$ cat src/logic/cube_pkg.sv
////////////////////////////////////////////////////////////
// Shared cube dimensions, dwell length, vector types and
// the plane and mode enums
////////////////////////////////////////////////////////////

`default_nettype none

package cube_pkg;

	////////////////////////////////////////////////////////////
	// Cube geometry

	// Horizontal layers, bottom is index 0
	localparam int N_LAYERS = 3;

	// Vertical columns, index is row*3 + position
	localparam int N_COLUMNS = 9;

	// Border walk frames per layer
	localparam int STEPS_PER_PLANE = 8;

	////////////////////////////////////////////////////////////
	// Frame timing

	// Clocks each frame stays on the cube
	localparam int DWELL_TICKS = 100;

	// Wide enough for DWELL_TICKS-1
	localparam int DWELL_W = 7;

	////////////////////////////////////////////////////////////
	// Vector types

	// Layer power, a low bit powers that layer
	typedef logic [N_LAYERS-1:0] layer_t;

	// Column drive, a high bit lights that column
	typedef logic [N_COLUMNS-1:0] column_t;

	// Position within the border walk
	typedef logic [2:0] step_t;

	// Layer currently being walked
	typedef enum logic [1:0] {
		PLANE_BOT = 2'd0,
		PLANE_MID = 2'd1,
		PLANE_TOP = 2'd2
	} plane_e;

	// Controller state
	typedef enum logic [1:0] {
		MODE_IDLE      = 2'd0,
		MODE_LAMP_TEST = 2'd1,
		MODE_RUN       = 2'd2
	} mode_e;

endpackage

`default_nettype wire

$ cat src/logic/cube_sequencer.sv
////////////////////////////////////////////////////////////
// Mode FSM for idle, lamp test and run, with frame strobes
////////////////////////////////////////////////////////////

`timescale 1ns/1ps
`default_nettype none

module cube_sequencer (
	input  logic            clk_1Hz,
	input  logic            reset_n,
	input  logic            go_n,
	input  logic            lamp_test_n,
	input  logic            reverse_n,
	input  logic            dwell_done,
	output cube_pkg::mode_e mode,
	output logic            start,
	output logic            timer_clear,
	output logic            step_fwd,
	output logic            step_back
);

	cube_pkg::mode_e mode_next;
	logic            frame_end;

	////////////////////////////////////////////////////////////
	// Next mode

	always_comb begin
		mode_next = mode;
		case (mode)
			cube_pkg::MODE_IDLE: begin
				// Go wins over lamp test
				if (!go_n) begin
					mode_next = cube_pkg::MODE_RUN;
				end else if (!lamp_test_n) begin
					mode_next = cube_pkg::MODE_LAMP_TEST;
				end
			end
			cube_pkg::MODE_LAMP_TEST: begin
				if (lamp_test_n) begin
					mode_next = cube_pkg::MODE_IDLE;
				end
			end
			cube_pkg::MODE_RUN: begin
				// Only reset leaves the run
				mode_next = cube_pkg::MODE_RUN;
			end
			default: begin
				mode_next = cube_pkg::MODE_IDLE;
			end
		endcase
	end

	always_ff @(posedge clk_1Hz or negedge reset_n) begin
		if (!reset_n) begin
			mode <= cube_pkg::MODE_IDLE;
		end else begin
			mode <= mode_next;
		end
	end

	////////////////////////////////////////////////////////////
	// Strobes

	// Leaving idle for run on this edge
	assign start = (mode == cube_pkg::MODE_IDLE) && !go_n;

	// Last clock of the current frame
	assign frame_end = (mode == cube_pkg::MODE_RUN) && dwell_done;

	assign timer_clear = start || frame_end;

	// Direction is taken from the reverse key at the end of the dwell
	assign step_fwd  = frame_end && reverse_n;
	assign step_back = frame_end && !reverse_n;

	step_dir_exclusive: assert property (
		@(posedge clk_1Hz) disable iff (!reset_n)
		frame_end |-> $onehot({step_fwd, step_back})
	) else $error("step_fwd and step_back not exclusive at frame end");

endmodule

`default_nettype wire

$ cat src/logic/dwell_timer.sv
////////////////////////////////////////////////////////////
// Frame dwell counter
////////////////////////////////////////////////////////////

`timescale 1ns/1ps
`default_nettype none

module dwell_timer (
	input  logic clk_1Hz,
	input  logic reset_n,
	input  logic timer_clear,
	output logic dwell_done
);

	logic [cube_pkg::DWELL_W-1:0] count;

	// Last clock of the frame
	assign dwell_done = (count == cube_pkg::DWELL_TICKS - 1);

	always_ff @(posedge clk_1Hz or negedge reset_n) begin
		if (!reset_n) begin
			count <= '0;
		end else if (timer_clear || dwell_done) begin
			// Wraps on its own while nobody clears it
			count <= '0;
		end else begin
			count <= count + 1'b1;
		end
	end

	count_in_range: assert property (
		@(posedge clk_1Hz) disable iff (!reset_n)
		count <= cube_pkg::DWELL_TICKS - 1
	) else $error("dwell count %0d out of range", count);

endmodule

`default_nettype wire

$ cat src/logic/frame_stepper.sv
////////////////////////////////////////////////////////////
// Walk position with plane wrap and interleave phase
////////////////////////////////////////////////////////////

`timescale 1ns/1ps
`default_nettype none

module frame_stepper (
	input  logic             clk_1Hz,
	input  logic             reset_n,
	input  logic             start,
	input  logic             step_fwd,
	input  logic             step_back,
	output cube_pkg::plane_e plane,
	output cube_pkg::step_t  step,
	output logic             phase
);

	cube_pkg::plane_e plane_up;
	cube_pkg::plane_e plane_down;
	logic             last_step;

	// Neighbouring planes, top and bottom wrap
	always_comb begin
		case (plane)
			cube_pkg::PLANE_BOT: begin
				plane_up   = cube_pkg::PLANE_MID;
				plane_down = cube_pkg::PLANE_TOP;
			end
			cube_pkg::PLANE_MID: begin
				plane_up   = cube_pkg::PLANE_TOP;
				plane_down = cube_pkg::PLANE_BOT;
			end
			default: begin
				plane_up   = cube_pkg::PLANE_BOT;
				plane_down = cube_pkg::PLANE_MID;
			end
		endcase
	end

	assign last_step = (step == cube_pkg::STEPS_PER_PLANE - 1);

	always_ff @(posedge clk_1Hz or negedge reset_n) begin
		if (!reset_n) begin
			plane <= cube_pkg::PLANE_BOT;
			step  <= '0;
			phase <= 1'b0;
		end else if (start) begin
			plane <= cube_pkg::PLANE_BOT;
			step  <= '0;
			phase <= 1'b0;
		end else if (step_fwd) begin
			phase <= 1'b0;
			if (last_step) begin
				plane <= plane_up;
				step  <= '0;
			end else begin
				step <= step + 3'd1;
			end
		end else if (step_back) begin
			phase <= 1'b0;
			if (step == '0) begin
				plane <= plane_down;
				step  <= cube_pkg::step_t'(cube_pkg::STEPS_PER_PLANE - 1);
			end else begin
				step <= step - 3'd1;
			end
		end else begin
			// Interleave runs only on the final step
			phase <= last_step ? !phase : 1'b0;
		end
	end

	position_legal: assert property (
		@(posedge clk_1Hz) disable iff (!reset_n)
		step < cube_pkg::STEPS_PER_PLANE &&
		plane inside {cube_pkg::PLANE_BOT, cube_pkg::PLANE_MID, cube_pkg::PLANE_TOP}
	) else $error("illegal walk position plane=%0d step=%0d", plane, step);

endmodule

`default_nettype wire

$ cat src/logic/frame_pattern.sv
////////////////////////////////////////////////////////////
// Frame lookup from plane, step and phase to layer and
// column levels
////////////////////////////////////////////////////////////

`timescale 1ns/1ps
`default_nettype none

module frame_pattern (
	input  cube_pkg::plane_e  plane,
	input  cube_pkg::step_t   step,
	input  logic              phase,
	output cube_pkg::layer_t  pattern_layer,
	output cube_pkg::column_t pattern_column
);

	cube_pkg::plane_e lit_plane;

	////////////////////////////////////////////////////////////
	// Layer select

	// Corner half of the interleave sits one layer up
	always_comb begin
		lit_plane = plane;
		if (phase) begin
			case (plane)
				cube_pkg::PLANE_BOT: lit_plane = cube_pkg::PLANE_MID;
				cube_pkg::PLANE_MID: lit_plane = cube_pkg::PLANE_TOP;
				default:             lit_plane = cube_pkg::PLANE_BOT;
			endcase
		end
	end

	// Active low, one layer powered
	always_comb begin
		case (lit_plane)
			cube_pkg::PLANE_MID: pattern_layer = 3'b101;
			cube_pkg::PLANE_TOP: pattern_layer = 3'b011;
			default:             pattern_layer = 3'b110;
		endcase
	end

	////////////////////////////////////////////////////////////
	// Column select

	// Pair of columns walking the 3x3 border
	always_comb begin
		case (step)
			// Columns 0 and 1
			3'd0: pattern_column = 9'b000_000_011;
			// Columns 1 and 2
			3'd1: pattern_column = 9'b000_000_110;
			// Columns 2 and 5
			3'd2: pattern_column = 9'b000_100_100;
			// Columns 5 and 8
			3'd3: pattern_column = 9'b100_100_000;
			// Columns 7 and 8
			3'd4: pattern_column = 9'b110_000_000;
			// Columns 6 and 7
			3'd5: pattern_column = 9'b011_000_000;
			// Columns 3 and 6
			3'd6: pattern_column = 9'b001_001_000;
			default: begin
				// Step 7, column 3 then the corner column 0
				if (phase) begin
					pattern_column = 9'b000_000_001;
				end else begin
					pattern_column = 9'b000_001_000;
				end
			end
		endcase
	end

endmodule

`default_nettype wire

$ cat src/logic/cube_driver.sv
////////////////////////////////////////////////////////////
// Registered output stage for layer power and columns
////////////////////////////////////////////////////////////

`timescale 1ns/1ps
`default_nettype none

module cube_driver (
	input  logic              clk_1Hz,
	input  logic              reset_n,
	input  cube_pkg::mode_e   mode,
	input  cube_pkg::layer_t  pattern_layer,
	input  cube_pkg::column_t pattern_column,
	output cube_pkg::layer_t  layer_pwr,
	output cube_pkg::column_t column
);

	always_ff @(posedge clk_1Hz or negedge reset_n) begin
		if (!reset_n) begin
			layer_pwr <= '0;
			column    <= '0;
		end else begin
			case (mode)
				cube_pkg::MODE_LAMP_TEST: begin
					// Every layer powered, every column lit
					layer_pwr <= '0;
					column    <= '1;
				end
				cube_pkg::MODE_RUN: begin
					layer_pwr <= pattern_layer;
					column    <= pattern_column;
				end
				default: begin
					// Dark, no column driven
					layer_pwr <= '0;
					column    <= '0;
				end
			endcase
		end
	end

	// Outputs lag mode by one clock
	one_layer_in_run: assert property (
		@(posedge clk_1Hz) disable iff (!reset_n)
		(mode == cube_pkg::MODE_RUN) |=> $countones(~layer_pwr) == 1
	) else $error("run frame with layer_pwr %b", layer_pwr);

endmodule

`default_nettype wire

$ cat src/logic/led_cube_top.sv
////////////////////////////////////////////////////////////
// LED cube top, sequencer plus frame datapath
////////////////////////////////////////////////////////////

`timescale 1ns/1ps
`default_nettype none

module led_cube_top (
	input  logic              clk_1Hz,
	input  logic              reset_n,
	input  logic              go_n,
	input  logic              lamp_test_n,
	input  logic              reverse_n,
	output cube_pkg::layer_t  layer_pwr,
	output cube_pkg::column_t column
);

	// Control
	cube_pkg::mode_e   mode;
	logic              start;
	logic              timer_clear;
	logic              dwell_done;
	logic              step_fwd;
	logic              step_back;

	// Walk position and frame
	cube_pkg::plane_e  plane;
	cube_pkg::step_t   step;
	logic              phase;
	cube_pkg::layer_t  pattern_layer;
	cube_pkg::column_t pattern_column;

	cube_sequencer sequencer_i (
		.clk_1Hz     (clk_1Hz),
		.reset_n     (reset_n),
		.go_n        (go_n),
		.lamp_test_n (lamp_test_n),
		.reverse_n   (reverse_n),
		.dwell_done  (dwell_done),
		.mode        (mode),
		.start       (start),
		.timer_clear (timer_clear),
		.step_fwd    (step_fwd),
		.step_back   (step_back)
	);

	dwell_timer dwell_timer_i (
		.clk_1Hz     (clk_1Hz),
		.reset_n     (reset_n),
		.timer_clear (timer_clear),
		.dwell_done  (dwell_done)
	);

	frame_stepper frame_stepper_i (
		.clk_1Hz   (clk_1Hz),
		.reset_n   (reset_n),
		.start     (start),
		.step_fwd  (step_fwd),
		.step_back (step_back),
		.plane     (plane),
		.step      (step),
		.phase     (phase)
	);

	frame_pattern frame_pattern_i (
		.plane          (plane),
		.step           (step),
		.phase          (phase),
		.pattern_layer  (pattern_layer),
		.pattern_column (pattern_column)
	);

	cube_driver cube_driver_i (
		.clk_1Hz        (clk_1Hz),
		.reset_n        (reset_n),
		.mode           (mode),
		.pattern_layer  (pattern_layer),
		.pattern_column (pattern_column),
		.layer_pwr      (layer_pwr),
		.column         (column)
	);

endmodule

`default_nettype wire

$ cat config.mk
export PLATFORM = sky130hd
export DESIGN_NAME = led_cube_top
export DESIGN_NICKNAME = d
export VERILOG_FILES = /design/src/logic/cube_pkg.sv /design/src/logic/cube_sequencer.sv /design/src/logic/dwell_timer.sv /design/src/logic/frame_stepper.sv /design/src/logic/frame_pattern.sv /design/src/logic/cube_driver.sv /design/src/logic/led_cube_top.sv
export SDC_FILE = /design/constraint.sdc
export NUM_CORES = 1
export LEC_CHECK = 0
export BUFFER_PORTS_ARGS = -buffer_cell sky130_fd_sc_hd__clkbuf_2
export CAP_MARGIN = 30
export CORE_UTILIZATION = 61
export CTS_CLUSTER_DIAMETER = 50
export DETAILED_ROUTE_END_ITERATION = 10
export PLACE_DENSITY = 0.83
export SETUP_SLACK_MARGIN = 0.02
export SYNTH_ARGS = -nofsm -noshare
export SYNTH_HDL_FRONTEND = slang
export SYNTH_SLANG_ARGS = --single-unit
$ cat constraint.sdc
create_clock -name clk_1Hz -period 3.7 [get_ports clk_1Hz]
set_clock_uncertainty 0.05 [all_clocks]
set_input_delay 0.555 -clock clk_1Hz [delete_from_list [all_inputs] [get_ports clk_1Hz]]
set_output_delay 0.555 -clock clk_1Hz [all_outputs]
set_load 0.1 [all_outputs]
; ---- Yosys cells after proc, flatten, opt, wreduce, memory -nomap -nowiden
; Index checks and enable logic that the tools add are counted.
[word_totals]
regBits = 27
in_bits = 5
output_inout_bits = 12
wordCells = 69
[classes]
add_sub_neg = 3
n_eq_ne = 16
mux = 27
reduce_logical = 16
[ops]
columns = operator, n
row1 = $pmux W9 S7, 1
row2 = $mux W2, 9
row3 = $mux W3, 6
row4 = $pmux W9 S2, 1
row5 = $eq A3 B3 Y1 const B, 4
row6 = $pmux W2 S2, 2
row7 = $add A7 B1 Y7 const B, 1
row8 = $eq A7 B7 Y1 const B, 1
row9 = $mux W7, 1
row10 = $eq A2 B1 Y1 const B, 3
row11 = $eq A3 B2 Y1 const B, 2
row12 = $ne A3 B3 Y1 const B, 2
row13 = $pmux W2 S3, 1
row14 = $pmux W3 S2, 1
row15 = $reduce_bool A3 Y1, 2
row16 = $eq A2 B2 Y1 const B, 2
row17 = $logic_and A1 B1 Y1, 4
row18 = $logic_not A2 Y1, 2
row19 = $mux W1, 4
row20 = $mux W4, 1
row21 = $add A3 B1 Y3 const B, 1
row22 = $eq A3 B1 Y1 const B, 1
row23 = $logic_not A1 Y1, 3
row24 = $logic_not A3 Y1, 1
row25 = 5 further kinds, 6

; ---- Depth between registers and ports, before layout
[logic_depth]
word_depth = 6
ltp_mapped = 7

; ---- Hierarchy
; Synthesis repeated with hierarchy kept, for this count alone.
[hier_totals]
cells_unflattened = 149
area_unflattened_um2 = 1457.6
[modules_own_cells]
columns = module, instances, cells_per_inst, area_each_um2, seq_area_each_um2
row1 = cube_driver, 1, 40, 457.9, 300.3
row2 = frame_stepper, 1, 41, 409.1, 150.1
row3 = dwell_timer, 1, 31, 319.1, 175.2
row4 = frame_pattern, 1, 25, 171.4, 0.0
row5 = cube_sequencer, 1, 12, 100.1, 50.0

; ---- Worst setup path after synthesis
; Ideal clock, no wire load.
[synth_timing]
kind = register -> register
startpoint = reg frame_stepper_i.step[1]
endpoint = reg frame_stepper_i.plane[0]
arrival_time_ns = 1.639
required_ns = 3.563
path_slack_ns = 1.925
stages_incl_launch_ff = 7
synth_period_minus_slack_ns = 1.775
cell_sequence = dfrtp_1 inv_1 ha_1 or3b_4 a211oi_4 nor2_1 a211oi_2
[synth_via]
elab_chain_len = 3
elab_cells_between_ends = 5
classes_between = eq/ne: 2 / reduce/logical: 3
[synth_lines]
columns = element, line
row1 = "start, declared", frame_stepper.sv:15  ; output cube_pkg::step_t step,
row2 = "start signal, assigned", frame_stepper.sv:58  ; step <= step + 3'd1;
row3 = "start signal, assigned", frame_stepper.sv:64  ; step <= cube_pkg::step_t'(cube_pkg::STEPS_PER_PLANE - 1);
row4 = "start signal, assigned", frame_stepper.sv:66  ; step <= step - 3'd1;
row5 = $eq A3 B3 Y1 / $logic_not A3 Y1 (equally long branches), "frame_stepper.sv:41, frame_stepper.sv:62"
row6 = $ne A3 B3 Y1 (no line) / $reduce_bool A3 Y1 (equally long branches), -
row7 = $reduce_and A3 Y1 (no line) *, -
row8 = "end signal, assigned", frame_stepper.sv:45  ; plane <= cube_pkg::PLANE_BOT;
row9 = "end signal, assigned", frame_stepper.sv:49  ; plane <= cube_pkg::PLANE_BOT;
row10 = "end signal, assigned", frame_stepper.sv:55  ; plane <= plane_up;
row11 = "end, declared", frame_stepper.sv:14  ; output cube_pkg::plane_e plane,
; Every way passes the cells marked *; elsewhere a longest branch is shown, timed or not.
; A chain may end at the register's enable or synchronous reset.

; ---- Worst setup path after layout
[layout_timing]
startpoint = reg sequencer_i.mode[0]
endpoint = reg frame_stepper_i.plane[0]
[layout_via]
elab_chain_len = 5
elab_cells_between_ends = 12
classes_between = eq/ne: 2 / mux: 2 / reduce/logical: 8
[layout_lines]
columns = element, line
row1 = "start, declared", cube_sequencer.sv:15  ; output cube_pkg::mode_e mode,
row2 = "start signal, assigned", cube_sequencer.sv:56  ; mode <= cube_pkg::MODE_IDLE;
row3 = "start signal, assigned", cube_sequencer.sv:58  ; mode <= mode_next;
row4 = $eq A2 B2 Y1, cube_sequencer.sv:69  ; assign frame_end = (mode == cube_pkg::MODE_RUN) && dwell_done;
row5 = $logic_and A1 B1 Y1, cube_sequencer.sv:69
row6 = "$logic_and A1 B1 Y1, on equally long branches", "cube_sequencer.sv:74, cube_sequencer.sv:75"
row7 = "$ne A3 B3 Y1 (no line), or another cell as far along", -
row8 = $reduce_and A3 Y1 (no line) / $mux W2 (equally long branches), -
; Several ways; a longest one is shown, not always the timed one.

==> results.py <==
metrics = {
    "placed_design": {
        "globalplace.congestion": 0.8739,
        "port_buffers": 16,
        "dpl.cell_count": 184,
        "dp_slack_ps": 1668,
        "hpwlAfterDp_um": 1938,
    },
    "global_routing": {
        "grt_pass1_wl_um": 4395,
        "overflow": 0,
        "grt_pass1_vias": 1018,
        "antenna_found_initial": 0,
        "gr-usage-all-layers_pct": 22.50,
        "grt_max_degree": 28,
    },
    "sta": {
        "hold_viol_final": 0,
        "setup-tns-final_ps": 0,
        "min_period_ps": 2081,
        "final_max_slew_viol_count": 0,
        "setup_viol": 0,
        "tightestPinTransition_ps": 823.5,
        "rsz0062_at_grt": "no",
        "fmax_mhz": 480.6,
        "period_share_pct": 56.24,
        "fin_ws_ps": 1619,
        "relSlewSlack_pct": 44.63,
    },
    "clocking": {
        "clock_sinks": 27,
        "h-tree-depth": 1,
        "postCtsSetupRepairBufs": 0,
        "cts_tree": "done",
        "clock_path_buffers": 2,
        "cts_root_buffer": "clkbuf_4",
        "cts_resized": 0,
        "clock_latency_ps": 310,
        "cts_made_buffers": 3,
        "clk_pin_slew_ps": 140,
        "hold_buffers": 0,
    },
    "routing": {
        "drt_iter0_drc": 34,
        "vias": 1092,
        "dr.pass1.iters": 4,
        "vias_per_cell": 5.809,
        "wire_per_inst_um": 13.69,
        "routed_wl_um": 2574,
        "route.detailed.drc": 0,
        "ant_nets": 0,
    },
    "layout": {
        "fillers": 181,
        "syn_to_final_growth_pct": 7.245,
        "n_antenna_cell": 0,
        "layout-drive-gt1-share_pct": 17.50,
        "stdcell_count": 188,
        "fin_util_pct": 70.64,
        "fin_nets": 178,
    },
    "die": {
        "num_io_pins": 17,
        "start_util_pct": 65.87,
        "die-area_um2": 2636,
        "fp.coreArea_um2": 2255,
        "fp-row-count": 17,
        "die_w_um": 51.34,
        "fp.dieH_um": 51.34,
    },
    "yosys": {
        "synth_area_per_cell_um2": 10.24,
        "synth_seq_area_share_pct": 45.49,
        "ys_seq_elements": 27,
        "yosys.cell_types.count": 35,
        "syn_area_um2": 1485,
        "ys_warn_count": 0,
        "syn_nets": 162,
        "synthFlopType": "dfrtp_1",
        "synth-edff-count": 0,
        "async_flop_share_pct": 100.0,
        "synthCells": 145,
    },
    "critical_path": {
        "path_class": "register to register",
        "crit_fanout": 13,
        "reg2reg_depth": 6,
        "required_ps": 3880,
        "start_kind": "register",
        "arrival_ps": 2260,
        "end_kind": "register",
    },
    "worst_hold_path": {
        "hp-class": "input pin to asynchronous set/reset pin",
    },
    "job": {
        "cap_violations": 0,
    },
    "pwr": {
        "ir_drop_mv": 0.5219,
        "p_leak_nw": 0.7739,
        "cellPowerDensity_nw_per_um2": 642.7,
    },
    "status": {
        "outcome": "complete, no violations",
    },
}
[report_power, final]
part	switching (mW)	internal [mW]
sequential	0.0468	0.359
clock	0.0781	0.0420
combinational	0.374	0.124
[per-layer routing]
| layer | vias to the layer above | wire, µm | GRT usage, % |
|---|---|---|---|
| met2 | 27 | 1250 | 35.75 |
| met1 | 533 | 1208 | 30.75 |
| met4 | 0 | 28 | 9.910 |
| met5 | - | 0 | 0 |
| met3 | 4 | 87 | 2.976 |
| li1 | 528 | - | - |
[cells in the final DEF (no fill, tap or decap), types with 3 or more instances in the layout]
cell,count
mux2i_1,4
clkbuf_2,16
nor2_1,16
nand3_1,5
o21a_1,5
dfrtp_1,27
nand2_1,13
ha_1,12
a21oi_1,7
a31oi_1,4
clkbuf_4,3
o21ai_0,6
nor2b_1,7
inv_1,8
xor2_1,3
[kinds of logic after synthesis]
family	Yosys count	share of synthesized area, %
muxes	5	3.454
DFF	27	45.49
and+or+nand+nor	55	20.05
adders and majority gates	12	10.11
AOI/OAI and AO/OA	29	14.24
buffers and inverters	13	4.296
xor gates and xnor gates	4	2.359
[worst max-delay path: stages, from the launching register on]
cell      delay, ps
dfrtp_1         410
inv_1            90
ha_1            420
or3b_1          490
a211oi_4        250
nor2_1           90
a211oi_2        200
[Yosys cell counts, types with 2 or more instances]
master    count  area, µm²
ha_1         12      150.1
buf_6         2      22.52
dfrtp_1      27      675.7
nand2b_1      2      12.51
nand2_1      13      48.80
mux2i_1       4      40.04
o21ai_0       6      30.03
nor2_1       16      60.06
nor3_1        2      10.01
clkbuf_1      3      11.26
o21a_1        5      37.54
nor2b_1       7      43.79
nand3_1       5      25.02
a21oi_1       7      35.03
or3_1         2      12.51
a31oi_1       4      25.02
xor2_1        3      26.28
inv_1         8      30.03
[path summary, 6_finish.rpt]
path                                         from                  endpoint  slack, ps
max in group asynchronous                 reset_n  frame_stepper_i.plane[0]       2980
min                                       reset_n   cube_driver_i.column[2]        190
min reg2reg                dwell_timer_i.count[0]    dwell_timer_i.count[0]        460
max reg2reg                   sequencer_i.mode[0]  frame_stepper_i.plane[0]       1620
min in group clk_1Hz       dwell_timer_i.count[0]    dwell_timer_i.count[0]        460
max                           sequencer_i.mode[0]  frame_stepper_i.plane[0]       1620
[flip-flops by register name (all words and copies together) (netlist names)]
name,cells
cube_driver_i.column,9
dwell_timer_i.count,7
cube_driver_i.layer_pwr,3
frame_stepper_i.step,3
frame_stepper_i.plane,2
sequencer_i.mode,2
frame_stepper_i.phase,1
[area by class of cell]
cell class | instances | area, µm² | share of cell area, %
clock buffer | 4 | 26.28 | 1.650
inverter | 8 | 30.03 | 1.885
multi-input combinational | 105 | 745.7 | 46.82
sequential | 27 | 675.6 | 42.42
tap | 28 | 35.03 | 2.200
timing repair buffer | 16 | 80.08 | 5.027
[per-stage QoR]
stage | hold slack (ps) | power, mW | area, µm²
2_1_floorplan | 209.4 | 0.8246 | 1485
3_5_place_dp | 438.3 | 0.9087 | 1567
4_1_cts | 205.9 | 1.034 | 1593
3_3_place_gp | 422.5 | 0.8919 | 1567
6_report | 193.0 | 1.024 | 1593
5_1_grt | 236.2 | 1.085 | 1593
Power figures use the tool's default switching activity.
